[src/logic/rasterizer_cfg.svh]
// Fixed sizes of the tile renderer, shared by the packages and the RTL.
// Include this file wherever one of the macros below is needed.
`ifndef RASTERIZER_CFG_SVH
`define RASTERIZER_CFG_SVH

// Tile dimensions in pixels
`define X_RESOLUTION 16
`define Y_RESOLUTION 16
`define FRAME_SIZE (`X_RESOLUTION * `Y_RESOLUTION)

// Pixel index into the tile memory
`define INDEX_WIDTH 8

// Command stream word
`define CMD_WIDTH 32

// Words that follow a triangle header
`define PARAM_WORDS 12

`endif

[src/logic/CommandPkg.sv]
// Types of the command side: header opcodes, triangle parameter slots
// and the beat carried on the command stream.
`default_nettype none
`include "rasterizer_cfg.svh"

package CommandPkg;

    // Opcode sits in the top 4 bits of a header word
    typedef enum logic [3:0] {
        OP_NOP             = 4'h0,
        OP_SET_CLEAR_COLOR = 4'h1,
        OP_CLEAR           = 4'h2,
        OP_TRIANGLE        = 4'h3,
        OP_COMMIT          = 4'h4
    } cmdOpcode_t;

    // Parameter words in the order they follow OP_TRIANGLE
    typedef enum logic [3:0] {
        BB_START, BB_END,
        W0, W1, W2,
        W0_INC_X, W1_INC_X, W2_INC_X,
        W0_INC_Y, W1_INC_Y, W2_INC_Y,
        COLOR
    } paramSlot_t;

    typedef struct packed {
        logic [`CMD_WIDTH-1:0] data;
        logic                  last;
    } cmdBeat_t;

endpackage

`default_nettype wire

[src/logic/RasterPkg.sv]
// Types of the pixel side: triangle setup, fragments from the rasterizer
// and the beat streamed out of the frame buffer on commit.
`default_nettype none
`include "rasterizer_cfg.svh"

package RasterPkg;

    // RGB565
    typedef logic [15:0] color_t;

    typedef logic [$clog2(`X_RESOLUTION)-1:0] xCoord_t;
    typedef logic [$clog2(`Y_RESOLUTION)-1:0] yCoord_t;

    // Bounding box is inclusive on both ends
    typedef struct packed {
        xCoord_t            bbStartX;
        yCoord_t            bbStartY;
        xCoord_t            bbEndX;
        yCoord_t            bbEndY;
        logic signed [31:0] w0;
        logic signed [31:0] w1;
        logic signed [31:0] w2;
        logic signed [31:0] w0IncX;
        logic signed [31:0] w1IncX;
        logic signed [31:0] w2IncX;
        logic signed [31:0] w0IncY;
        logic signed [31:0] w1IncY;
        logic signed [31:0] w2IncY;
        color_t             color;
    } triangleParams_t;

    typedef struct packed {
        logic [`INDEX_WIDTH-1:0] index;
        color_t                  color;
    } fragment_t;

    typedef struct packed {
        color_t color;
        logic   last;
    } pixelBeat_t;

endpackage

`default_nettype wire

[src/logic/CommandParser.sv]
// Front end of the tile renderer. Decodes header words, forwards triangle
// parameters to the register bank and fires the start pulses of the units.
`timescale 1ns/1ps
`default_nettype none
`include "rasterizer_cfg.svh"

module CommandParser (
    input  wire                    aclk,
    input  wire                    rst,

    input  wire                    cmdValid,
    output logic                   cmdReady,
    input  wire CommandPkg::cmdBeat_t cmdBeat,

    output logic                   paramWrite,
    output CommandPkg::paramSlot_t paramSlot,
    output logic [31:0]            paramData,
    output logic                   clearColorWrite,
    output RasterPkg::color_t      clearColor,

    output logic                   startRendering,
    input  wire                    rasterizerRunning,
    output logic                   clearStart,
    output logic                   commitStart,
    input  wire                    frameBusy
);
    import CommandPkg::*;

    typedef enum logic [1:0] {IDLE, PARAMS, ISSUE} parserState_t;

    parserState_t state;
    cmdOpcode_t   opcode;
    cmdOpcode_t   issueOp;
    paramSlot_t   slot;
    logic         unitsIdle;
    logic         headerFire;

    assign opcode    = cmdOpcode_t'(cmdBeat.data[`CMD_WIDTH-1 -: 4]);
    assign unitsIdle = !rasterizerRunning && !frameBusy;

    // NOP headers pass even while a unit is busy
    always_comb begin
        cmdReady = 1'b0;
        if (state == PARAMS) begin
            cmdReady = 1'b1;
        end else if (state == IDLE) begin
            cmdReady = cmdValid && (unitsIdle || opcode == OP_NOP);
        end
    end

    assign headerFire = (state == IDLE) && cmdValid && cmdReady;

    // Register bank writes
    assign paramWrite      = (state == PARAMS) && cmdValid;
    assign paramSlot       = slot;
    assign paramData       = cmdBeat.data;
    assign clearColorWrite = headerFire && (opcode == OP_SET_CLEAR_COLOR);
    assign clearColor      = cmdBeat.data[15:0];

    // One cycle pulses out of ISSUE
    assign startRendering = (state == ISSUE) && (issueOp == OP_TRIANGLE);
    assign clearStart     = (state == ISSUE) && (issueOp == OP_CLEAR);
    assign commitStart    = (state == ISSUE) && (issueOp == OP_COMMIT);

    //////////////////////////////
    // Header and parameter FSM
    //////////////////////////////
    always_ff @(posedge aclk) begin
        if (rst) begin
            state   <= IDLE;
            issueOp <= OP_NOP;
            slot    <= BB_START;
        end else begin
            case (state)
                IDLE: begin
                    if (headerFire) begin
                        issueOp <= opcode;
                        slot    <= BB_START;
                        if (opcode == OP_TRIANGLE) begin
                            state <= PARAMS;
                        end else if (opcode == OP_CLEAR || opcode == OP_COMMIT) begin
                            state <= ISSUE;
                        end
                    end
                end
                PARAMS: begin
                    if (cmdValid) begin
                        if (slot == paramSlot_t'(`PARAM_WORDS - 1)) begin
                            state <= ISSUE;
                        end else begin
                            slot <= paramSlot_t'(slot + 1'b1);
                        end
                    end
                end
                ISSUE: begin
                    state <= IDLE;
                end
                default: begin
                    state <= IDLE;
                end
            endcase
        end
    end

    // A new triangle must never overwrite one that is still rendering
    assert property (@(posedge aclk) disable iff (rst)
        startRendering |-> !rasterizerRunning)
        else $error("Triangle started while the rasterizer is running");

endmodule

`default_nettype wire

[config.mk]
export PLATFORM = sky130hd
export DESIGN_NAME = CommandParser
export DESIGN_NICKNAME = d
export VERILOG_FILES = /design/src/logic/CommandPkg.sv /design/src/logic/RasterPkg.sv /design/src/logic/CommandParser.sv
export VERILOG_INCLUDE_DIRS = /design/src /design/src/logic
export SDC_FILE = /design/constraint.sdc
export NUM_CORES = 1
export LEC_CHECK = 0
export ABC_AREA = 1
export BUFFER_PORTS_ARGS = -buffer_cell sky130_fd_sc_hd__buf_2
export CAP_MARGIN = 20
export CORE_MARGIN = 4
export CORE_UTILIZATION = 39
export DETAILED_ROUTE_END_ITERATION = 16
export HOLD_SLACK_MARGIN = 0.02
export PLACE_DENSITY = 0.83
export SLEW_MARGIN = 0
export SYNTH_ARGS = -nofsm -noshare
export SYNTH_HDL_FRONTEND = slang
export SYNTH_SLANG_ARGS = --single-unit
export TNS_END_PERCENT = 20
[constraint.sdc]
create_clock -name aclk -period 3.24 [get_ports aclk]
set_input_delay 0.486 -clock aclk [delete_from_list [all_inputs] [get_ports aclk]]
set_output_delay 0.486 -clock aclk [all_outputs]
set_load 0.01 [all_outputs]
# [Yosys cells after proc, flatten, opt, wreduce, memory -nomap -nowiden]
# Index checks and enable logic that the tools add are counted.
[totals] regBits=10 output_inout_bits=58 wordCells=50
[op_classes] n_reduce_logical=19 addsub=1 n_eq_ne=15 n_mux=12
[ops] operator="$eq A4 B2 Y1 const B" n=4
[ops] operator="$mux W4" n=3
[ops] operator="$mux W2" n=5
[ops] operator="$logic_and A1 B1 Y1" n=9
[ops] operator="$eq A4 B3 Y1 const B" n=2
[ops] operator="$pmux W4 S2" n=1
[ops] operator="$reduce_and A4 Y1" n=2
[ops] operator="$ne A2 B2 Y1 const B" n=3
[ops] operator="$add A4 B1 Y4 const B" n=1
[ops] operator="$eq A4 B1 Y1 const B" n=1
[ops] operator="$eq A4 B4 Y1 const B" n=1
[ops] operator="$logic_not A4 Y1" n=1
[ops] operator="$pmux W2 S2" n=1
[ops] operator="$ne A3 B1 Y1 const B" n=1
[ops] operator="$eq A2 B1 Y1 const B" n=1
[ops] operator="$eq A2 B2 Y1 const B" n=1
[ops] operator="$logic_not A1 Y1" n=2
[ops] operator="$logic_not A2 Y1" n=1
[ops] operator="$logic_or A1 B1 Y1" n=2
[ops] operator="$mux W1" n=2
[ops] operator="$ne A2 B1 Y1 const B" n=1
[ops] operator="$reduce_and A2 Y1" n=1
[ops] operator="$reduce_bool A2 Y1" n=1

# [Depth between registers and ports, before layout]
[depth] ltp_word=9 ltp_mapped=8 ltp_nobuf=8

# [Worst setup path after synthesis]
# OpenSTA, ideal clock, no wires.
[synth_path] kind="input -> output" start="input port frameBusy" end="output port clearColorWrite" path_buffers=1 required_ns=2.754 stages=5 arrival_ns=1.222 setup_slack_ns=1.532 path_cell_list="or2_2 nand2_2 nand2_4 buf_6 nor3_2"
[synth_via] elab_chain_len=8
[synth_lines] item="start: declaration" line="CommandParser.sv:25" rtl="input wire frameBusy"
[synth_lines] item="$logic_not A1 Y1" line="CommandParser.sv:39" rtl="assign unitsIdle = !rasterizerRunning && !frameBusy;"
[synth_lines] item="$logic_and A1 B1 Y1" line="CommandParser.sv:39"
[synth_lines] item="$logic_or A1 B1 Y1" line="CommandParser.sv:47" rtl="cmdReady = cmdValid && (unitsIdle || opcode == OP_NOP);"
[synth_lines] item="$logic_and A1 B1 Y1" line="CommandParser.sv:47"
[synth_lines] item="$mux W1" line="CommandParser.sv:46" rtl="end else if (state == IDLE) begin"
[synth_lines] item="$mux W1" line="CommandParser.sv:44" rtl="if (state == PARAMS) begin"
[synth_lines] item="$logic_and A1 B1 Y1" line="CommandParser.sv:51" rtl="assign headerFire = (state == IDLE) && cmdValid && cmdReady;"
[synth_lines] item="$logic_and A1 B1 Y1" line="CommandParser.sv:57" rtl="assign clearColorWrite = headerFire && (opcode == OP_SET_CLEAR_COLOR);"
[synth_lines] item="end: declaration" line="CommandParser.sv:18" rtl="output logic clearColorWrite,"
# No other way between the ends.

# [Worst setup path after layout]
[layout_path] start="register state[0]" end="output port clearColorWrite"
[layout_via] elab_chain_len=5 word_cells_on_any_way=7 cone_classes="eq/ne (1); mux (2); reduce/logical (4)"
[layout_lines] item="start: declaration" line="CommandParser.sv:31" rtl="parserState_t state;"
[layout_lines] item="start signal: assignment" line="CommandParser.sv:70" rtl="state <= IDLE;"
[layout_lines] item="start signal: assignment" line="CommandParser.sv:80" rtl="state <= PARAMS;"
[layout_lines] item="start signal: assignment" line="CommandParser.sv:82" rtl="state <= ISSUE;"
[layout_lines] item="$logic_not A2 Y1" line="CommandParser.sv:46, CommandParser.sv:51"
[layout_lines] item="$mux W1" line="CommandParser.sv:46"
[layout_lines] item="$mux W1" line="CommandParser.sv:44"
[layout_lines] item="$logic_and A1 B1 Y1 (*)" line="CommandParser.sv:51"
[layout_lines] item="$logic_and A1 B1 Y1 (*)" line="CommandParser.sv:57"
# Every way passes the cells marked *; elsewhere a longest branch is shown, timed or not.

==> impl_metrics.json <==
{
  "r2r-start": "state[0]",
  "drt_first_pass_iters": 4,
  "cts_htree_levels": 1,
  "cts_tree": "yes",
  "place_congestion": 0.759,
  "yosys_warnings": 0,
  "hold_depth": 2,
  "hold_class": "reg -> reg",
  "post_cts_buffers": 0,
  "timing.final.ws_setup_ns": 1.35,
  "syn_inst": 138,
  "grt-ovfl-total": 0,
  "fin_crit_sh_pct": 58.5,
  "synthArstFlopShare_pct": 0,
  "crit_fanout": 11,
  "detail-route-antenna-nets": 0,
  "drive_gt1_share_pct": 35.7,
  "drv_cap": 0,
  "placed_area_sq_um": 759,
  "design_area_sq_um": 796,
  "synth_edf_count": 0,
  "relSlewSlack_pct": 82.0,
  "clk_latency_ns": 0.27,
  "post-dp-hpwl_mm": 1.36,
  "yosysUniqueCellTypes": 23,
  "gr-usage-met3_pct": 3.79,
  "fillers": 262,
  "core-area_sq_um": 2320,
  "routed_wl_mm": 1.71,
  "nNetsFinal": 155,
  "die_w_um": 58.3,
  "clock_skew_ns": 0.00331,
  "critPathRequiredTime_ns": 2.75,
  "worst_pin_slew_ns": 0.267,
  "p_total_uw": 323,
  "wire_per_inst_um": 11.9,
  "final_max_slew_viol_count": 0,
  "fp.dieH_um": 58.3,
  "netlist.area_leader.share_pct": 36.5,
  "fmax_ghz": 0.528,
  "syn_avg_cell_area_sq_um": 7.14,
  "max-vdd-ir-drop_mv": 0.117,
  "tns_ns": 0,
  "synth_seq_cells": 10,
  "clkTransAtPathRegs_ns": 0.06,
  "synth_commonest_cells": "48 x buf_4, 19 x nand2_1, 11 x nor2_1",
  "cts_sinks": 10,
  "grt_busiest_layer": "met2",
  "finalHoldViolCount": 0,
  "status": "finished clean",
  "ys.flop_type": "dfxtp_1",
  "antenna_found_initial": 0,
  "drt-initial-drc-count": 12,
  "start_util_pct": 42.5,
  "globalRouteMet2Util_pct": 16.6,
  "grt_max_degree": 12,
  "vias_per_cell": 4.83,
  "syn_nets": 177,
  "yosysTopAreaCell": "buf_4",
  "ios": 96,
  "place_ws_ns": 1.40,
  "path_class": "reg -> out",
  "rsz0062_at_grt": "false",
  "track_usage_pct": 10.7,
  "io_buffers": 22,
  "hold_buffers": 0,
  "grt_pass1_vias": 641,
  "cp-end-kind": "output port",
  "cp-endpoint": "clearColorWrite",
  "area_delta_synth_final_pct": -19.3,
  "rrSetupSlack_ns": 1.93,
  "arrival_ns": 1.41,
  "num_vias": 691,
  "clock-root-buffer": "clkbuf_4",
  "critPathLaunch": "state[0]",
  "diodes": 0,
  "worst_r2r_endpoint": "paramSlot[3]",
  "ctsResizeCount": 0,
  "synth_area_sq_um": 986,
  "finalCriticalPeriod_ns": 1.89,
  "synthTopCellsByArea": "buf_4 37%, dfxtp_1 20%, nand2_1 7.2%",
  "placementRows": 17,
  "p_leak_nw": 0.378,
  "power_density_nw_per_um2": 406,
  "clk_path_buf_depth": 2,
  "setup_viol": 0,
  "met1_usage_pct": 10.6,
  "yosysSeqAreaShare_pct": 20.3,
  "grt_pass1_wl_mm": 2.78,
  "cts_made_buffers": 3,
  "reg2regPathDepth": 8,
  "drc": 0,
  "whs_ns": 0.471,
  "dieArea_sq_um": 3400,
  "synth.most_common_cell": "buf_4",
  "crit_path_start_kind": "flop"
}
-- cell families after synthesis --
| kind of cell | Yosys count | share of synthesized area [%] |
|---|---|---|
| buffers and inverters | 59 | 41.5 |
| and+or+nand+nor | 57 | 30.2 |
| DFF | 10 | 20.3 |
| xor gates and xnor gates | 1 | 0.888 |
| AOI/OAI and AO/OA | 10 | 5.84 |
| adders and majority gates | 1 | 1.27 |
-- cells in the final DEF, fill, tap and decap left out --
cell / count
nand3b_1: 1
inv_1: 8
nor4_1: 2
xnor2_1: 1
nor2_4: 1
nor2_1: 11
clkbuf_4: 3
nand2_2: 1
nand2_4: 3
a21oi_1: 7
nor3_2: 1
clkbuf_8: 1
inv_2: 2
nand3_1: 10
ha_1: 1
buf_2: 22
a211oi_2: 1
nor2_2: 3
nand4_1: 2
nand2_1: 19
nand3_2: 1
dfxtp_1: 10
o21ai_1: 2
or2_2: 2
-- routing by layer --
layer,part of all wire (%),up-vias
li1,-,347
met1,38,300
met2,47,24
met3,9.4,20
met4,5.6,0
met5,0,-
-- metrics by stage --
stage	utilization (%)	instances
floorplan	-	138
global placement	32.8	139
global route	34.3	143
finish	34.3	143
CTS	34.3	143
detailed placement	32.8	139
-- cell type report --
type / instances / area [sq um] / area share, %
Inverter: 10 / 37.5 / 4.72
Multi-Input combinational cell: 69 / 377 / 47.3
Tap cell: 28 / 35.0 / 4.40
Sequential cell: 10 / 200 / 25.2
Timing Repair Buffer: 22 / 110 / 13.8
Clock buffer: 4 / 36.3 / 4.56
-- worst max-delay path: stages, from the launching register on --
cell and delay, ns:
dfxtp_1 0.36, nor2_2 0.21, inv_2 0.08, nor2_4 0.11, nand2_4 0.12, nor3_2 0.11
buf_2 0.14
-- worst min path at each step --
stage / start / endpoint / slack [ns]
after global routing: rst / paramSlot[3] / 0.48
after floorplan: issueOp[3] / issueOp[3] / 0.44
after CTS: rst / issueOp[1] / 0.46
after detailed placement: issueOp[3] / issueOp[3] / 0.46
after global placement: issueOp[3] / issueOp[3] / 0.46
final: issueOp[3] / issueOp[3] / 0.47
-- registers in the layout, indices dropped and copies added (netlist names) --
signal	count
state	2
issueOp	4
paramSlot	4
-- report_power, final --
group	switching, mW	internal, mW
registers	0.00801	0.131
clock network	0.0446	0.0683
logic	0.0440	0.0278
total	0.0965	0.227
Note: power is estimated with default switching activity, not from simulation.
