--- config.mk ---
export PLATFORM = sky130hd
export DESIGN_NAME = Rasterizer
export DESIGN_NICKNAME = d
export VERILOG_FILES = /design/src/logic/RasterPkg.sv /design/src/logic/Rasterizer.sv
export VERILOG_INCLUDE_DIRS = /design/src /design/src/logic
export SDC_FILE = /design/constraint.sdc
export NUM_CORES = 1
export LEC_CHECK = 0
export ABC_AREA = 1
export BUFFER_PORTS_ARGS = -buffer_cell sky130_fd_sc_hd__clkbuf_2
export CORE_MARGIN = 5
export CORE_UTILIZATION = 40
export CTS_BUF_LIST = sky130_fd_sc_hd__clkbuf_8
export DETAILED_ROUTE_END_ITERATION = 12
export GPL_TIMING_DRIVEN = 0
export MAX_ROUTING_LAYER = met4
export PLACE_DENSITY = 0.65
export SLEW_MARGIN = 20
export SYNTH_ARGS = -nofsm -noshare
export SYNTH_HDL_FRONTEND = slang
export SYNTH_SLANG_ARGS = --single-unit
--- constraint.sdc ---
create_clock -name aclk -period 9.2 [get_ports aclk]
set_input_delay 0.46 -clock aclk [delete_from_list [all_inputs] [get_ports aclk]]
set_output_delay 0.46 -clock aclk [all_outputs]
set_load 0.01 [all_outputs]
--- src/logic/rasterizer_cfg.svh ---
// Fixed sizes of the tile renderer, shared by the packages and the RTL.
// Include this file wherever one of the macros below is needed.
`ifndef RASTERIZER_CFG_SVH
`define RASTERIZER_CFG_SVH

// Tile dimensions in pixels
`define X_RESOLUTION 16
`define Y_RESOLUTION 16
`define FRAME_SIZE (`X_RESOLUTION * `Y_RESOLUTION)

// Pixel index into the tile memory
`define INDEX_WIDTH 8

// Command stream word
`define CMD_WIDTH 32

// Words that follow a triangle header
`define PARAM_WORDS 12

`endif

--- src/logic/RasterPkg.sv ---
// Types of the pixel side: triangle setup, fragments from the rasterizer
// and the beat streamed out of the frame buffer on commit.
`default_nettype none
`include "rasterizer_cfg.svh"

package RasterPkg;

    // RGB565
    typedef logic [15:0] color_t;

    typedef logic [$clog2(`X_RESOLUTION)-1:0] xCoord_t;
    typedef logic [$clog2(`Y_RESOLUTION)-1:0] yCoord_t;

    // Bounding box is inclusive on both ends
    typedef struct packed {
        xCoord_t            bbStartX;
        yCoord_t            bbStartY;
        xCoord_t            bbEndX;
        yCoord_t            bbEndY;
        logic signed [31:0] w0;
        logic signed [31:0] w1;
        logic signed [31:0] w2;
        logic signed [31:0] w0IncX;
        logic signed [31:0] w1IncX;
        logic signed [31:0] w2IncX;
        logic signed [31:0] w0IncY;
        logic signed [31:0] w1IncY;
        logic signed [31:0] w2IncY;
        color_t             color;
    } triangleParams_t;

    typedef struct packed {
        logic [`INDEX_WIDTH-1:0] index;
        color_t                  color;
    } fragment_t;

    typedef struct packed {
        color_t color;
        logic   last;
    } pixelBeat_t;

endpackage

`default_nettype wire

--- src/logic/Rasterizer.sv ---
// Edge function rasterizer. Walks the bounding box of one triangle row by
// row and emits a fragment for every pixel with all edge values >= 0.
`timescale 1ns/1ps
`default_nettype none
`include "rasterizer_cfg.svh"

module Rasterizer (
    input  wire                              aclk,
    input  wire                              rst,
    input  wire                              startRendering,
    output logic                             rasterizerRunning,
    input  wire RasterPkg::triangleParams_t  triangleParams,
    output logic                             fragValid,
    input  wire                              fragReady,
    output RasterPkg::fragment_t             frag
);
    import RasterPkg::*;

    typedef enum logic [1:0] {IDLE, WALK, DRAIN} rasterState_t;

    rasterState_t       state;
    xCoord_t            x;
    yCoord_t            y;
    logic signed [31:0] w0, w1, w2;
    logic signed [31:0] rowW0, rowW1, rowW2;
    logic               covered;
    logic               advance;
    logic               rowEnd;
    logic               boxEnd;

    assign covered = !w0[31] && !w1[31] && !w2[31];
    assign rowEnd  = (x == triangleParams.bbEndX);
    assign boxEnd  = rowEnd && (y == triangleParams.bbEndY);

    // Step only when the output register is free or drains this cycle
    assign advance = (state == WALK) && (!fragValid || fragReady);

    assign rasterizerRunning = (state != IDLE);

    //////////////////////////////
    // Walk control
    //////////////////////////////
    always_ff @(posedge aclk) begin
        if (rst) begin
            state     <= IDLE;
            fragValid <= 1'b0;
        end else begin
            if (fragReady) begin
                fragValid <= 1'b0;
            end
            case (state)
                IDLE: begin
                    if (startRendering) begin
                        state <= WALK;
                    end
                end
                WALK: begin
                    if (advance) begin
                        fragValid <= covered;
                        if (boxEnd) begin
                            state <= DRAIN;
                        end
                    end
                end
                // Wait for the last fragment to leave
                DRAIN: begin
                    if (!fragValid || fragReady) begin
                        state <= IDLE;
                    end
                end
                default: begin
                    state <= IDLE;
                end
            endcase
        end
    end

    //////////////////////////////
    // Position and edge values
    //////////////////////////////
    always_ff @(posedge aclk) begin
        if (state == IDLE && startRendering) begin
            x     <= triangleParams.bbStartX;
            y     <= triangleParams.bbStartY;
            w0    <= triangleParams.w0;
            w1    <= triangleParams.w1;
            w2    <= triangleParams.w2;
            rowW0 <= triangleParams.w0;
            rowW1 <= triangleParams.w1;
            rowW2 <= triangleParams.w2;
        end else if (advance) begin
            // Row-major index is y * 16 + x
            frag.index <= {y, x};
            frag.color <= triangleParams.color;
            if (rowEnd) begin
                // Next row starts from the saved row start plus the y step
                x     <= triangleParams.bbStartX;
                y     <= y + 1'b1;
                rowW0 <= rowW0 + triangleParams.w0IncY;
                rowW1 <= rowW1 + triangleParams.w1IncY;
                rowW2 <= rowW2 + triangleParams.w2IncY;
                w0    <= rowW0 + triangleParams.w0IncY;
                w1    <= rowW1 + triangleParams.w1IncY;
                w2    <= rowW2 + triangleParams.w2IncY;
            end else begin
                x  <= x + 1'b1;
                w0 <= w0 + triangleParams.w0IncX;
                w1 <= w1 + triangleParams.w1IncX;
                w2 <= w2 + triangleParams.w2IncX;
            end
        end
    end

    // Fragments stay inside the bounding box of the triangle
    assert property (@(posedge aclk) disable iff (rst)
        fragValid |-> (frag.index[3:0] >= triangleParams.bbStartX &&
                       frag.index[3:0] <= triangleParams.bbEndX &&
                       frag.index[7:4] >= triangleParams.bbStartY &&
                       frag.index[7:4] <= triangleParams.bbEndY))
        else $error("Fragment outside the bounding box");

endmodule

`default_nettype wire

# [Word-level counts from Yosys, hierarchy flattened]
# Index checks and enable logic that the tools add are counted.
[totals] reg_bits=227 input_bits=324 output_inout_bits=26 elab_cells=78
[op_classes] addsub=8 eq_ne=8 n_mux=32 bitwise_logic=1 reduce_logical=17
[op_table] cell="32-bit two-way mux" count=18
[op_table] cell="32-bit adder" count=6
[op_table] cell="4-bit two-way mux" count=6
[op_table] cell="4-bit by 1-bit adder with 4-bit output, second input constant" count=2
[op_table] cell="4-bit == test" count=2
[op_table] cell="2-bit two-way mux" count=4
[op_table] cell="2-bit != test, second input constant" count=4
[op_table] cell="2-bit one-hot mux with 3 select lines" count=1
[op_table] cell="2-bit nonzero test" count=3
[op_table] cell="1-bit logical AND" count=5
[op_table] cell="1-bit logical NOT" count=4
[op_table] cell="2-bit AND reduction" count=2
[op_table] cell="4-bit AND reduction" count=1
[op_table] cell="1-bit two-way mux" count=3
[op_table] cell="2-bit by 1-bit == test with 1-bit output, second input constant" count=1
[op_table] cell="2-bit == test, second input constant" count=1
[op_table] cell="2-bit logical NOT" count=1
[op_table] cell="1-bit logical OR" count=1
[op_table] cell="1-bit NOT" count=1

# [Depth between registers and ports, before layout]
[depth] depth_word=5 mapped_depth=14 mapped_depth_nobuf=14

# [Worst setup path before layout]
# OpenSTA, ideal clock, no wires.
[synth_timing] path_kind="in2reg" start="input triangleParams[308] in the netlist's numbering" end="register rowW0[0], enable pin" setup_ns=0.697 arrival_time_ns=8.187 t_required_ns=8.503 slack_ns=0.316 cell_stages=5 n_path_buf=1 cell_sequence="or2_0 > a21oi_2 > nand2_4 > clkbuf_1 > o21ai_0"
[synth_between] elab_chain_cells=3
[synth_rtl] element="start, declared" line_no="Rasterizer.sv:12" text="input wire RasterPkg::triangleParams_t triangleParams,"
[synth_rtl] element="4-bit == test" line_no="Rasterizer.sv:32" text="assign rowEnd = (x == triangleParams.bbEndX);"
[synth_rtl] element="2-bit nonzero test (no line)"
[synth_rtl] element="2-bit AND reduction (no line)"
[synth_rtl] element="end signal, assigned" line_no="Rasterizer.sv:88" text="rowW0 <= triangleParams.w0;"
[synth_rtl] element="end signal, assigned" line_no="Rasterizer.sv:99" text="rowW0 <= rowW0 + triangleParams.w0IncY;"
[synth_rtl] element="end, declared" line_no="Rasterizer.sv:25" text="logic signed [31:0] rowW0, rowW1, rowW2;"
# Every way passes these cells.
# A chain may end at the register's enable or synchronous reset.

# [Worst setup path after layout]
[layout_timing] start="register x[0]" end="register rowW2[20], enable pin"
[layout_between] elab_chain_cells=3
[layout_rtl] element="start, declared" line_no="Rasterizer.sv:22" text="xCoord_t x;"
[layout_rtl] element="start signal, assigned" line_no="Rasterizer.sv:83" text="x <= triangleParams.bbStartX;"
[layout_rtl] element="start signal, assigned" line_no="Rasterizer.sv:97" text="x <= triangleParams.bbStartX;"
[layout_rtl] element="start signal, assigned" line_no="Rasterizer.sv:106" text="x <= x + 1'b1;"
[layout_rtl] element="4-bit == test" line_no="Rasterizer.sv:32"
[layout_rtl] element="2-bit nonzero test (no line)"
[layout_rtl] element="2-bit AND reduction (no line)"
[layout_rtl] element="end signal, assigned" line_no="Rasterizer.sv:90" text="rowW2 <= triangleParams.w2;"
[layout_rtl] element="end signal, assigned" line_no="Rasterizer.sv:101" text="rowW2 <= rowW2 + triangleParams.w2IncY;"
[layout_rtl] element="end, declared" line_no="Rasterizer.sv:25"
# Every way passes these cells.

==> metrics.md <==
| Metric | Value |
|---|---|
| Setup CP Type | register to register |
| Initial drt markers | 1997 |
| Layout cell share with drive strength beyond 1 | 12.6% |
| Clk_skew | 0.0559 ns |
| Warning count from the yosys run | 0 |
| Sum of buffers and inverters on the critical path | 4 |
| Crit-path cells | or2_0 > a21oi_2 > nand2_4 > clkbuf_1 > o21ai_4 > buf_16 > buf_16 > buf_16 |
| P per Cell Area | 242 nW/um^2 |
| Final cell count without fillers | 4490 |
| Final cycle utilization of the critical path | 37.4% |
| Via count | 23850 |
| Status | finished clean |
| Final setup violation count | 0 |
| I/O Buffers | 349 |
| Relative slew slack | 24.6% |
| Clock sinks | 227 |
| Largest net degree at the start of global routing | 46 |
| Comb pwr share | 53.9% |
| Crit. End Element | register |
| # H-tree levels | 2 |
| Syn nets | 3835 |
| Clk root buf | clkbuf_8 |
| Family with the most delay on the worst path | buffers and inverters |
| EDFF count, synth | 224 |
| Worst path most repeated cell | buf_16 |
| Flops & latches, synth | 227 |
| Critical Path AT | 3.76 ns |
| Power share of the sequential group | 25.9% |
| Hold Crit Start | triangleParams[302] |
| Seq/Total Area, Yosys | 30.8% |
| Fin Hold WS | 0.0792 ns |
| Critical path peak fanout | 23 |
| Die width | 245 um |
| FILL cells | 5869 |
| Clk pin slew, worst setup/hold paths | 0.06 ns |
| Total Routing Usage GR | 30.0% |
| Initial antenna violation count | 5 |
| Vias in the first global route | 22494 |
| Startpoint types | register |
| CP max stage delay | 0.76 ns |
| RR Startpoint | x[0] |
| Avg Vias per Cell | 5.31 |
| Max Fclk | 290 MHz |
| Placed cells | 4377 |
| Asr flop ratio synth | 0% |
| Hold Path Depth | 3 |
| Global placement routability congestion | 1.00 |
| DR pass1 iterations | 9 |
| Critical Path Slowest Stage Cell | o21ai_4 |
| Clock buffer depth | 3 |
| Worst vdd ir | 106 uV |
| Area of the core | 54900 um^2 |
| Final hold vios | 0 |
| Post-CTS sizing | 0 |
| CTS Buf Count | 49 |
| Die area | 59900 um^2 |
| R2r endpoint | rowW2[20] |
| P_sw | 2920 uW |
| Post-Syn Area | 22000 um^2 |
| First-pass GRT wire length | 133000 um |
| Min cycle time layout | 3.44 ns |
| Sw Ratio | 46.2% |
| Cell row count | 86 |
| Dpl hpwl | 74800 um |
| CTS tree | done |
| RSZ-0062 raised after global routing | false |
| Clock network fraction of total power | 20.2% |
| Top Ports | 350 |
| Mapped Cells | 3317 |
| Die span in y | 245 um |
| Cell-internal power | 3400 uW |
| Reg2Reg Depth | 8 |
| Antenna viol nets, final | 0 |
| Yosys cell types | 42 |
| Nets | 4259 |
| Worst Hold Endpoint | rowW0[30] |
| Worst hold path type | input port to register |
| Total gr overflow | 0 |
| Clock latency on the worst-skew pair | 0.67 ns |
| Pleak | 0.0134 uW |
| Setup bufs post-CTS | 0 |
| Syn_area_per_cell | 6.65 um^2 |
| Routed wire length per instance | 20.3 um |
| Final wirelength | 91100 um |
| Area delta synth->final | 18.6% |
| Starting Density | 40.2% |
| Slew of the pin with the lowest slew margin | 1.13 ns |
| Worst R2R Setup Slack | 5.76 ns |
| DR DRC count | 0 |
| Pins Over Slew Limit | 0 |
| Max Cap Viol | 0 |
| Req. time, crit path | 9.52 ns |
| Top FF cell, synth | edfxtp_1 |
## per-layer routing
metal	global-route usage, %	routed length, um	vias up
met5	-	0	-
met4	8.23	2620	0
met3	3.53	7280	125
met2	48.5	41500	969
met1	40.4	39700	10904
li1	-	-	11852
## cell usage in the layout, fill, tap and decap left out, drive strengths merged, types with 10 or more instances in the layout
cell            n
a21oi         200
and2           19
buf            42
clkbuf        405
clkinv         23
dlygate4sd3    17
edfxtp        224
ha            188
inv           457
nand2        1164
nand3         361
nand3b         34
nand4          26
nor2          261
nor3           28
o211ai         15
o21ai         158
o21bai         21
o221ai         11
or2            10
xnor2          47
xor2           25
## cells in the mapped netlist (all sizes together) (3+ instances only)
library cell / instances / area (um^2)
o21bai: 21 / 158
o221ai: 11 / 96.3
o21a: 6 / 45.0
o211ai: 15 / 113
and2: 19 / 119
or2: 10 / 62.6
nor3: 28 / 140
nand3b: 34 / 255
nand4: 26 / 163
nand2b: 3 / 18.8
a31oi: 4 / 25.0
ha: 188 / 2350
nand3: 361 / 1810
inv: 446 / 1680
a21oi: 200 / 1000
o21ai: 158 / 791
nand2: 1164 / 4390
xnor2: 47 / 412
buf: 35 / 179
edfxtp: 224 / 6730
xor2: 25 / 219
nor2: 261 / 982
nor4: 8 / 50.1
o211a: 4 / 40.0
fa: 6 / 120
clkbuf: 7 / 26.3
dfxtp: 3 / 60.1
## timing repair
item                                   in CTS  in global routing
hold buffers                               17                  0
endpoints found under the hold margin      19                  0
setup endpoints to repair                   0                  0
## sequential cells by signal, summed over array words and instances, names as in the netlist, 2 cells and up
signal  flops
x           4
w0         32
w1         32
frag       24
rowW1      32
rowW2      32
w2         32
rowW0      32
state       2
y           4
## layout make-up
| cell class | instances | area (um^2) | share of cell area (%) |
|---|---|---|---|
| diodes | 5 | 12.5 | 0.0478 |
| inverters | 447 | 1680 | 6.44 |
| clock inverters | 42 | 412 | 1.57 |
| well taps | 704 | 881 | 3.37 |
| repair buffers | 373 | 2100 | 8.04 |
| flip-flops and latches | 227 | 6790 | 26.0 |
| clock buffers | 49 | 674 | 2.58 |
| plain buffers | 42 | 205 | 0.785 |
| multi-input cells | 2601 | 13400 | 51.2 |
## worst min-delay path, delay by kind of cell
kind	cells	cell delay, ns
buf+inv	1	0.07
simple gates	2	0.12
## metrics by stage
| stage | area (um^2) | utilization [%] | setup TNS (ns) | setup WS, ns | power (uW) |
|---|---|---|---|---|---|
| after detailed placement | 24900 | 45.3 | 0 | 5.75 | 4990 |
| after global placement | 24700 | 45.0 | -540.28 | -5.42 | 4970 |
| after global routing | 26100 | 47.6 | 0 | 5.66 | 6800 |
| final | 26100 | 47.6 | 0 | 5.76 | 6320 |
| after floorplan | 22000 | - | 0 | 0.316 | 3970 |
| after CTS | 26100 | 47.6 | 0 | 5.78 | 6290 |
## how the worst max path moves through the flow
stage,startpoint,to,depth (start not counted)
global route,x[0],rowW2[19],8
global placement,triangleParams[308],rowW2[20],6
floorplan,triangleParams[308],rowW0[0],5
finish,x[0],rowW2[20],8
detailed placement,triangleParams[308],rowW2[20],9
CTS,x[0],rowW2[20],8
## cell families (layout without fill, tap and decap cells)
group | after synthesis | in the layout | share of synthesized area, %
and+or+nand+nor | 1915 | 1915 | 36.2
buffers and inverters | 489 | 953 | 8.57
AOI/OAI and AO/OA | 420 | 420 | 10.3
DFF | 227 | 227 | 30.8
adders and majority gates | 194 | 194 | 11.2
xor gates and xnor gates | 72 | 72 | 2.86
other | 0 | 5 | 0
## power groups by stage
stage                     sequential, uW  clock (uW)  combinational [uW]
after floorplan                     1620           0                2350
after global placement              1680           0                3290
after detailed placement            1650           0                3330
after CTS                           1640        1290                3360
after global routing                1650        1340                3810
final                               1640        1280                3410
Note: power is estimated with default switching activity, not from simulation.
