## config.mk

```make
export PLATFORM = sky130hd
export DESIGN_NAME = RegisterBank
export DESIGN_NICKNAME = d
export VERILOG_FILES = /design/src/logic/CommandPkg.sv /design/src/logic/RasterPkg.sv /design/src/logic/RegisterBank.sv
export VERILOG_INCLUDE_DIRS = /design/src /design/src/logic
export SDC_FILE = /design/constraint.sdc
export NUM_CORES = 1
export LEC_CHECK = 0
export ABC_CLOCK_PERIOD_IN_PS = 10200
export BUFFER_PORTS_ARGS = -buffer_cell sky130_fd_sc_hd__buf_2
export CORE_AREA = 2 2 153 155
export DETAILED_ROUTE_END_ITERATION = 8
export DIE_AREA = 0 0 155 157
export HOLD_SLACK_MARGIN = 0.08
export PLACE_DENSITY = 0.75
export SLEW_MARGIN = 20
export SYNTH_ARGS = -nofsm -noshare
export SYNTH_HDL_FRONTEND = slang
export SYNTH_SLANG_ARGS = --single-unit
```

## constraint.sdc

```tcl
create_clock -name aclk -period 10.2 [get_ports aclk]
set_clock_uncertainty 0.15 [all_clocks]
set_input_delay 1.53 -clock aclk [delete_from_list [all_inputs] [get_ports aclk]]
set_output_delay 1.53 -clock aclk [all_outputs]
set_load 0.05 [all_outputs]
```

## src/logic/rasterizer_cfg.svh

```systemverilog
// Fixed sizes of the tile renderer, shared by the packages and the RTL.
// Include this file wherever one of the macros below is needed.
`ifndef RASTERIZER_CFG_SVH
`define RASTERIZER_CFG_SVH

// Tile dimensions in pixels
`define X_RESOLUTION 16
`define Y_RESOLUTION 16
`define FRAME_SIZE (`X_RESOLUTION * `Y_RESOLUTION)

// Pixel index into the tile memory
`define INDEX_WIDTH 8

// Command stream word
`define CMD_WIDTH 32

// Words that follow a triangle header
`define PARAM_WORDS 12

`endif

```

## src/logic/CommandPkg.sv

```systemverilog
// Types of the command side: header opcodes, triangle parameter slots
// and the beat carried on the command stream.
`default_nettype none
`include "rasterizer_cfg.svh"

package CommandPkg;

    // Opcode sits in the top 4 bits of a header word
    typedef enum logic [3:0] {
        OP_NOP             = 4'h0,
        OP_SET_CLEAR_COLOR = 4'h1,
        OP_CLEAR           = 4'h2,
        OP_TRIANGLE        = 4'h3,
        OP_COMMIT          = 4'h4
    } cmdOpcode_t;

    // Parameter words in the order they follow OP_TRIANGLE
    typedef enum logic [3:0] {
        BB_START, BB_END,
        W0, W1, W2,
        W0_INC_X, W1_INC_X, W2_INC_X,
        W0_INC_Y, W1_INC_Y, W2_INC_Y,
        COLOR
    } paramSlot_t;

    typedef struct packed {
        logic [`CMD_WIDTH-1:0] data;
        logic                  last;
    } cmdBeat_t;

endpackage

`default_nettype wire

```

## src/logic/RasterPkg.sv

```systemverilog
// Types of the pixel side: triangle setup, fragments from the rasterizer
// and the beat streamed out of the frame buffer on commit.
`default_nettype none
`include "rasterizer_cfg.svh"

package RasterPkg;

    // RGB565
    typedef logic [15:0] color_t;

    typedef logic [$clog2(`X_RESOLUTION)-1:0] xCoord_t;
    typedef logic [$clog2(`Y_RESOLUTION)-1:0] yCoord_t;

    // Bounding box is inclusive on both ends
    typedef struct packed {
        xCoord_t            bbStartX;
        yCoord_t            bbStartY;
        xCoord_t            bbEndX;
        yCoord_t            bbEndY;
        logic signed [31:0] w0;
        logic signed [31:0] w1;
        logic signed [31:0] w2;
        logic signed [31:0] w0IncX;
        logic signed [31:0] w1IncX;
        logic signed [31:0] w2IncX;
        logic signed [31:0] w0IncY;
        logic signed [31:0] w1IncY;
        logic signed [31:0] w2IncY;
        color_t             color;
    } triangleParams_t;

    typedef struct packed {
        logic [`INDEX_WIDTH-1:0] index;
        color_t                  color;
    } fragment_t;

    typedef struct packed {
        color_t color;
        logic   last;
    } pixelBeat_t;

endpackage

`default_nettype wire

```

## src/logic/RegisterBank.sv

```systemverilog
// Configuration registers of the tile renderer. Collects the triangle
// parameter words into one struct and holds the clear color.
`timescale 1ns/1ps
`default_nettype none
`include "rasterizer_cfg.svh"

module RegisterBank (
    input  wire                         aclk,
    input  wire                         rst,
    input  wire                         paramWrite,
    input  wire CommandPkg::paramSlot_t paramSlot,
    input  wire [`CMD_WIDTH-1:0]        paramData,
    input  wire                         clearColorWrite,
    input  wire RasterPkg::color_t      clearColorIn,
    output RasterPkg::triangleParams_t  triangleParams,
    output RasterPkg::color_t           clearColor
);
    import CommandPkg::*;
    import RasterPkg::*;

    // Box words carry x in the low half and y in the high half
    always_ff @(posedge aclk) begin
        if (paramWrite) begin
            case (paramSlot)
                BB_START: begin
                    triangleParams.bbStartX <= xCoord_t'(paramData[15:0]);
                    triangleParams.bbStartY <= yCoord_t'(paramData[31:16]);
                end
                BB_END: begin
                    triangleParams.bbEndX <= xCoord_t'(paramData[15:0]);
                    triangleParams.bbEndY <= yCoord_t'(paramData[31:16]);
                end
                W0:       triangleParams.w0     <= paramData;
                W1:       triangleParams.w1     <= paramData;
                W2:       triangleParams.w2     <= paramData;
                W0_INC_X: triangleParams.w0IncX <= paramData;
                W1_INC_X: triangleParams.w1IncX <= paramData;
                W2_INC_X: triangleParams.w2IncX <= paramData;
                W0_INC_Y: triangleParams.w0IncY <= paramData;
                W1_INC_Y: triangleParams.w1IncY <= paramData;
                W2_INC_Y: triangleParams.w2IncY <= paramData;
                COLOR:    triangleParams.color  <= paramData[15:0];
                default:  ;
            endcase
        end
    end

    always_ff @(posedge aclk) begin
        if (rst) begin
            clearColor <= '0;
        end else if (clearColorWrite) begin
            clearColor <= clearColorIn;
        end
    end

endmodule

`default_nettype wire

```

* Yosys cells after proc, flatten, opt, wreduce, memory -nomap -nowiden
Cells that the tools add are included.
** Word-level totals
- Flip-flop bits (word level) :: 336
- Output and inout bits :: 336
** Operators by class
- Eq/ne operators :: 11
- Reduce and logical (&&, ||, !) cells :: 13
** Operators by type and width (count)
- 2-bit AND reduction :: 12
- 4-bit by 3-bit == test with 1-bit output (second input constant) :: 4
- 4-bit == test (second input constant) :: 4
- 4-bit by 2-bit == test with 1-bit output (second input constant) :: 2
- 4-bit by 1-bit == test with 1-bit output (second input constant) :: 1
- 4-bit zero test :: 1

* Logic depth before layout (Yosys ltp)
Gate-level depths: netlist (run 1).
- Word-level depth :: 2
- Mapped depth :: 4
- Mapped depth without buffers :: 2

* Worst setup path after synthesis (run 1)
No wires, ideal clock.
- Path type :: input-to-reg
- From :: in paramSlot[3]
- To :: reg triangleParams[272] (netlist name), enable pin
- Arrival :: 4743 ps
- Required time :: 9545 ps
- Slack :: 4802 ps
- Stages :: 1
- Path through :: nor4_1
** On the way
- Cells in the longest elaborated chain, start to end :: 2
** RTL lines
- start, declared :: RTL line RegisterBank.sv:11 : input wire CommandPkg::paramSlot_t paramSlot,
- 4-bit by 2-bit == test with 1-bit output :: RTL line RegisterBank.sv:24 : case (paramSlot)
- 2-bit AND reduction (no source line)
- end, declared :: RTL line RegisterBank.sv:15 : output RasterPkg::triangleParams_t triangleParams,
No other way between the ends.
A chain may end at the register's enable or synchronous reset.

* Worst setup path after layout (run 1)
- From :: in paramSlot[0]
- To :: reg triangleParams[28] (netlist name), enable pin
** On the way
- Cells in the longest elaborated chain, start to end :: 2
** RTL lines (RTL line)
- 4-bit == test :: RegisterBank.sv:24
- 2-bit AND reduction (no source line)
No other way between the ends.

==> results of run 1 <==
==> path summary, 6_finish.rpt <==
path / from / endpoint / cells past startpoint
max: paramSlot[0] / triangleParams[28]$_DFFE_PP_ / 4
min: clearColor[8]$_SDFFE_PP0P_ / clearColor[8]$_SDFFE_PP0P_ / 2
max reg2reg: clearColor[10]$_SDFFE_PP0P_ / clearColor[10]$_SDFFE_PP0P_ / 2
min reg2reg: clearColor[8]$_SDFFE_PP0P_ / clearColor[8]$_SDFFE_PP0P_ / 2
==> per-stage QoR <==
stage | std cells | power (W) | setup slack [ns] | instance area [um2] | hold WS [ns]
global route | 1138 | 0.003096 | 7.208 | 14010 | 0.3658
CTS | 1132 | 0.003026 | 7.077 | 13860 | 0.3512
detailed placement | 1070 | 0.001753 | 6.557 | 12680 | 0.3334
global placement | 1070 | 0.001749 | 6.640 | 12680 | 0.3173
floorplan | 391 | 0.001691 | 4.802 | 10280 | 0.5870
finish | 1138 | 0.003004 | 7.270 | 14010 | 0.3438
==> placed cells by master, fill, tap and decap left out, drive strengths merged <==
cell and count:
buf 403, bufinv 5, clkbuf 45, clkinv 12
dfxtp 16, diode 1, edfxtp 320, mux2i 16
nand2 1, nand2b 2, nand3 1, nand3b 2
nor2 22, nor3 4, nor4 2, or3b 1
==> worst reg2reg max path, delay by kind of cell, from the launching register on <==
kind          cells  cell delay, ns
flops             1            0.32
mux               1            0.15
simple gates      1            0.07
==> flip-flops by register name, indices dropped and copies added (netlist names) <==
register and count:
triangleParams 320, clearColor 16
==> cell families after synthesis <==
kind of cell | after synthesis | synth area share (%)
DFF | 336 | 96.62
buffers and inverters | 4 | 0.2678
muxes | 16 | 1.558
and+or+nand+nor | 35 | 1.558
==> area by class of cell <==
class | count | area [um2]
antenna | 1 | 2.502
clock buffer | 45 | 975.9
clock inverter | 17 | 205.2
fill | 1557 | 8488
multi-input combinational | 51 | 397.9
sequential | 336 | 9930
tap | 285 | 356.6
timing repair buffer | 403 | 2147
==> power by group through the flow <==
stage | sequential, W | combinational (W) | clock (W)
after CTS | 0.00155 | 0.000176 | 0.00130
after global placement | 0.00158 | 0.000172 | 0
after floorplan | 0.00168 | 0.0000150 | 0
after global routing | 0.00155 | 0.000184 | 0.00136
after detailed placement | 0.00158 | 0.000176 | 0
final | 0.00155 | 0.000177 | 0.00128
==> routing by layer <==
layer | global-route usage, % | up-vias | wire (um)
li1 | - | 2430 | -
met1 | 21.70 | 2772 | 8879
met3 | 6.773 | 37 | 2312
met5 | 0 | - | 0
met4 | 6.966 | 0 | 570
met2 | 32.51 | 318 | 12470
==> results.cfg, run 1 <==
[clock_tree]
root_buffer = clkbuf_16
clockBufferDepth = 3
cts_setup_buffers = 0
worstSkewPairLatency_ns = 0.49
cts_tree = yes
clock_sinks = 336
htree_levels = 2
cts.clk_slew.worst_paths_ns = 0.06
cts-resized-gates = 0
cts_buffers = 34
cts_hold_buf = 0

[routing]
viasPerCell = 4.883
drtAntennaViolNets = 0
first_pass_iters = 4
routed_wl_um = 24240
drc = 0
drt_iter0_drc = 246
wl_per_cell_um = 21.30
num_vias = 5557

[critical_path]
reg2reg_slack_ns = 9.39
crit_path_end_kind = flip-flop
crit_required_ns = 10.24
crit_arrival_ns = 2.97
path_class = in -> reg
slowest_stage = nor2_4
cp_max_fo = 18
crit_buf_inv = 2
crit_chain = buf_2 -> or3b_1 -> nor2_4 -> buf_16
max_stage_delay_ns = 0.54
cp_top_family = simple AND/OR/NAND/NOR gates
cp-start-kind = primary input

[logic_synthesis]
yosys_most_used_dff = edfxtp_1
synth.area.top_cells = edfxtp_1, dfxtp_1, mux2i_1
seq_area_frac_synth_pct = 96.62
yosysUniqueCellTypes = 15
syn_area_um2 = 10280
avgSynthCellArea_um2 = 26.28
synth_cells = 391
yosysTopAreaCellShare_pct = 93.50
synth_edf_count = 320
synth-warning-count = 0
ys_ff_latch = 336
synth.largest_area_cell = edfxtp_1
syn_nets = 447
synth_common_cells = edfxtp_1, nor2_1, dfxtp_1, mux2i_1, nor3_1
synth-async-reset-ratio_pct = 0
post-synth-top-count-cell = edfxtp_1

[grt]
track_usage_pct = 18.81
grt_pass1_vias = 5450
grt_pass1_wl_um = 33760
grt-ovfl-total = 0
grt_max_degree = 33
grt_antenna_before_repair = 1

[sta]
finalSetupViolCount = 0
max_freq_mhz = 341.3
rsz0062_at_grt = no
worst_pin_slew_ns = 0.9890
final.min_clock_period_ns = 2.930
slew_headroom_pct = 33.52
hold_viol_final = 0
finalSetupTns_ns = 0
maxSlewViolCount = 0
min_period_over_period_pct = 28.72

[power]
p_comb_share_pct = 5.9
switching_power_w = 0.0006316
switching_share_pct = 21.02
p_int_w = 0.002373
p_per_area_nw_per_um2 = 214.4
p_seq_share_pct = 51.5
leakage_nw = 5.414
p_clk_share_pct = 42.6
vdd_drop_max_mv = 0.1423

[final_layout]
fin_util_pct = 62.28
drive_gt1_share_pct = 54.81
area.growth.synth_to_final_pct = 36.36
layout.nets = 882

[placed_design]
dpl.hpwl_um = 15930
io_buffers = 391
gp_congestion = 0.7938

[floorplanning]
die_x_um = 155
io_pins = 392
row_count = 55
die_height_um = 157
start_util_pct = 45.67
coreArea_um2 = 22500
dieArea_um2 = 24340

[run]
max-cap-violations = 0

[worst_hold_path]
hold_path.class = reg -> reg

[run_status]
status = finished clean
No activity file was read; power rests on OpenSTA's default activity.
==> inputs of run 2 (changes only) <==
- ABC_CLOCK_PERIOD_IN_PS: 10200 -> 2900
- CORE_AREA: 2 2 153 155 -> 2 2 154 156
- DIE_AREA: 0 0 155 157 -> 0 0 156 158
- PLACE_DENSITY: 0.75 -> 0.74
- clock period: 10.2 -> 2.9 ns (I/O delays scaled with it)
==> run 2 against run 1 <==
Effect of this change: utilization decreased by 1.2 points; register-to-register slack got worse by 7.3 ns; global-route usage increased by 0.22 points; combinational power increased to 3.7 times the previous value; routed wire length increased by 1.2%; largest power group unchanged; setup slack got worse by 6.1 ns.
==> results.cfg, run 2 (synthesis gave the netlist of run 1 again) <==
[sta]
finalSetupViolCount = 0
finalSetupTns_ns = 0
max_freq_mhz = 570.1
min_period_over_period_pct = 60.49
slew_headroom_pct = 60.88
rsz0062_at_grt = no
maxSlewViolCount = 0
worst_pin_slew_ns = 0.5867
hold_viol_final = 0
setup_ws_ns = 1.146
final.min_clock_period_ns = 1.754

[critical_path]
cp_max_fo = 32
reg2reg_to = clearColor[14]$_SDFFE_PP0P_
crit_required_ns = 2.88
crit_path_end_kind = flip-flop
crit_arrival_ns = 1.73
r2r-start = clearColor[14]$_SDFFE_PP0P_
reg2reg_slack_ns = 2.12
cp-start-kind = primary input
path_class = in -> reg
critPathLaunch = paramSlot[3]
rr_worst_depth = 2
critPathCapture = triangleParams[35]$_DFFE_PP_

[power]
p_per_area_nw_per_um2 = 725.2
power_w = 0.01021
leakage_nw = 5.443
vdd_drop_max_mv = 0.4664

[final_layout]
largest_reg_flops = 320
final_common_cell = buf_2
largest-register = triangleParams
drive_gt1_share_pct = 53.26
layout.nets = 908
area.growth.synth_to_final_pct = 36.99
final_cell_mix = buf_2, edfxtp_1, clkbuf_16
reg.largest.list = triangleParams (320), clearColor (16)

[clock_tree]
clock_sinks = 336
cts_tree = yes
cts-resized-gates = 0
worstSkewPairLatency_ns = 0.49
cts_buffers = 34
cts.clk_slew.worst_paths_ns = 0.06
htree_levels = 2
clockBufferDepth = 3
cts_setup_buffers = 0
root_buffer = clkbuf_16

[floorplanning]
dieArea_um2 = 24650
row_count = 56
io_pins = 392
die_x_um = 156
die_height_um = 158
start_util_pct = 44.58
coreArea_um2 = 23050

[grt]
grt_pass1_vias = 5606
grt_max_degree = 33
grt-ovfl-total = 0
grt_antenna_before_repair = 1
track_usage_pct = 19.03
grt_pass1_wl_um = 34290

[routing]
num_vias = 5652
first_pass_iters = 4
drt_iter0_drc = 329
viasPerCell = 4.847
wl_per_cell_um = 21.03
drc = 0
drtAntennaViolNets = 0
routed_wl_um = 24530

[placed_design]
pre_cts_slack_ns = 0.6471
gp_congestion = 0.8163
dpl.hpwl_um = 15650
io_buffers = 391

[run]
max-cap-violations = 0

[worst_hold_path]
hold_depth = 1
hold_path.class = in -> reg

[run_status]
status = finished clean
-- run 2: cell types whose count changed in the layout (fill, tap and decap cells not counted), sizes merged --
| cell | before | now |
|---|---|---|
| buf | 403 | 405 |
| clkinvlp | 0 | 2 |
| dlygate4sd3 | 0 | 24 |
| bufinv | 5 | 1 |
| clkbuf | 45 | 41 |
| inv | 0 | 1 |
| clkinv | 12 | 14 |
-- run 2: through the flow --
stage | util (%) | instances | area (um2) | hold slack (ns)
4_1_cts | 61.06 | 1165 | 14080 | 0.08206
3_5_place_dp | 55.40 | 1082 | 12770 | 0.3322
5_1_grt | 61.07 | 1166 | 14080 | 0.09417
3_3_place_gp | 55.40 | 1082 | 12770 | 0.3179
2_1_floorplan | - | 391 | 10310 | 0.3839
6_report | 61.07 | 1166 | 14080 | 0.09582
-- run 2: layout make-up --
class / count / area (um2)
diodes: 1 / 2.502
clock buffers: 41 / 940.9
clock inverters: 18 / 125.1
fillers: 1631 / 8974
multi-input cells: 51 / 415.4
flip-flops and latches: 336 / 9930
well taps: 290 / 362.8
repair buffers: 429 / 2302
-- run 2: worst max-delay path: stages --
cell and delay, ns:
buf_2 0.23, or3b_1 0.47, nor2_4 0.11, buf_4 0.42
-- run 2: layer usage --
layer | up-vias | GRT usage (%) | wire [um]
met1 | 2799 | 22.84 | 9061
li1 | 2477 | - | -
met4 | 0 | 6.509 | 591
met2 | 331 | 32.60 | 12540
met5 | - | 0 | 0
met3 | 45 | 6.269 | 2334
-- run 2: how the worst min path moves through the flow --
stage                                     startpoint                            end  slack [ns]
after floorplan                         paramData[0]    triangleParams[0]$_DFFE_PP_        0.38
after global placement    clearColor[6]$_SDFFE_PP0P_     clearColor[6]$_SDFFE_PP0P_        0.32
after detailed placement  clearColor[3]$_SDFFE_PP0P_     clearColor[3]$_SDFFE_PP0P_        0.33
after CTS                               paramData[4]  triangleParams[180]$_DFFE_PP_        0.08
after global routing                    paramData[4]  triangleParams[180]$_DFFE_PP_        0.09
final                                   paramData[4]  triangleParams[180]$_DFFE_PP_         0.1
-- run 2: power breakdown --
part	total [W]	internal [W]	switching, W
clock network	0.00411	0.00241	0.00171
logic	0.000649	0.000131	0.000518
registers	0.00545	0.00542	0.0000296
-- run 2: repair_timing --
action / 4_1_cts / 5_1_grt
endpoints found under the hold margin: 78 / 0
hold buffers: 24 / 0
setup endpoints to repair: 0 / 0
==> inputs of run 3 (changes only) <==
- ABC_CLOCK_PERIOD_IN_PS: 2900 -> 1500
- CORE_AREA: 2 2 154 156 -> unset
- CORE_MARGIN: unset -> 2
- CORE_UTILIZATION: unset -> 43
- DIE_AREA: 0 0 156 158 -> unset
- clock period: 2.9 -> 1.5 ns (I/O delays scaled with it)
==> run 3 against run 2 <==
Effect of this change: the flow now finishes with violations (setup timing); routed wire length rose by 14%; highest routed layer unchanged; sequential power increased by 93%; cell count is 7.3% higher; via count is 5.0% higher; critical path type is now reg -> out; global-route usage grew 2.1 points; die area grew 2.1%; setup slack worse by 1.2 ns; count of clock-buffer cells in the layout is the same; largest power group unchanged; hold slack improved by 0.030 ns; non-clock buffer count increased by 55.
==> results.cfg, run 3 (synthesis gave the netlist of run 1 again) <==
[run_status]
status = finished, violations left
failed_checks = setup timing

[placed_design]
io_buffers = 391
dpl.hpwl_um = 17200
gp_congestion = 0.7872
place_inst = 1128

[sta]
worst_pin_slew_ns = 0.5164
slew_headroom_pct = 65.57
final.min_clock_period_ns = 1.505
maxSlewViolCount = 0
rsz0062_at_grt = yes
finalSetupViolCount = 1
hold_viol_final = 0
max_freq_mhz = 664.6
setup_ws_ns = -0.004700
min_period_over_period_pct = 100.3
hold_slack_ns = 0.1262

[clock_tree]
worstSkewPairLatency_ns = 0.49
htree_levels = 2
clockBufferDepth = 3
cts_buffers = 34
cts.clk_slew.worst_paths_ns = 0.06
clock_sinks = 336
cts_tree = yes
root_buffer = clkbuf_16

[critical_path]
slowest_stage = edfxtp_1
cp-start-kind = flip-flop
crit_arrival_ns = 1.13
cp_max_fo = 1
cp_top_family = flip-flops
path_class = reg -> out
crit_chain = buf_6
crit_required_ns = 1.12
crit_path_end_kind = output pin
max_stage_delay_ns = 0.45
crit_buf_inv = 1

[final_layout]
drive_gt1_share_pct = 53.22
largest_reg_flops = 320
layout.nets = 963
register_area_um2 = 9930
diodes = 0
final_common_cell = edfxtp_1
fin_cells = 1251
final_cell_mix = edfxtp_1, buf_2, buf_4
reg.largest.list = triangleParams (320), clearColor (16)
area.growth.synth_to_final_pct = 51.92
multi_input_area_um2 = 469.2
nFillCells = 1462
largest-register = triangleParams

[grt]
track_usage_pct = 21.11
grt_pass1_wl_um = 37980
grt-ovfl-total = 0
grt_antenna_before_repair = 0
grt_pass1_vias = 6027
grt_max_degree = 33

[floorplanning]
io_pins = 392
row_count = 56
coreArea_um2 = 23470
start_util_pct = 43.78
die_x_um = 158.6
dieArea_um2 = 25150
die_height_um = 158.6

[routing]
drt_iter0_drc = 421
first_pass_iters = 4
routed_wl_um = 28040
num_vias = 5936
drtAntennaViolNets = 0
drc = 0
wl_per_cell_um = 22.41
viasPerCell = 4.745

[run]
max-cap-violations = 0

[power]
leakage_nw = 6.011
vdd_drop_max_mv = 0.9076
p_per_area_nw_per_um2 = 1334

[worst_hold_path]
hold_path.class = in -> reg
run 3: final timing paths:
path | start | to | slack (ns) | depth (start not counted)
max | triangleParams[243]$_DFFE_PP_ | triangleParams[243] | -0.005 | 1
min | paramSlot[2] | triangleParams[308]$_DFFE_PP_ | 0.13 | 3
max reg2reg | clearColor[8]$_SDFFE_PP0P_ | clearColor[8]$_SDFFE_PP0P_ | 0.09 | 3
min reg2reg | clearColor[3]$_SDFFE_PP0P_ | clearColor[3]$_SDFFE_PP0P_ | 0.35 | 2
run 3: report_power, final:
part	internal [W]	switching (W)
combinational	0.000441	0.00106
clock	0.00537	0.00342
sequential	0.0105	0.0000752
run 3: per-stage QoR:
step                      area, um2  setup TNS (ns)  setup WS (ns)  power, W  util [%]
after floorplan               10420          -60.62        -0.4605   0.01151         -
after global placement        13140          -23.67        -0.1481   0.01200     55.99
after detailed placement      13140          -29.75        -0.1611   0.01202     55.99
after CTS                     15260         -0.1526       -0.04619   0.02089     65.01
after global routing          15610         -0.4638       -0.04877   0.02143     66.52
final                         15610       -0.004700      -0.004700   0.02084     66.52
run 3: final cells by class:
type,count,area share (%)
clock inverters,20,1.555
well taps,319,2.556
flip-flops and latches,336,63.59
clock buffers,41,6.026
repair buffers,484,23.26
multi-input cells,51,3.005
run 3: layer usage:
metal  vias up  global-route usage (%)  share of wire [%]
met1      2998                   26.51                 39
met3        35                   6.668                8.4
met2       310                   35.70                 51
met5         -                       0                  0
li1       2593                       -                  -
met4         0                   5.577                1.7
run 3: timing repair:
action	CTS	global route
hold endpoints to repair	336	3
setup endpoints to repair	72	149
setup buffers	0	0
gates resized for setup	102	230
gates cloned	0	0
hold buffers	64	1
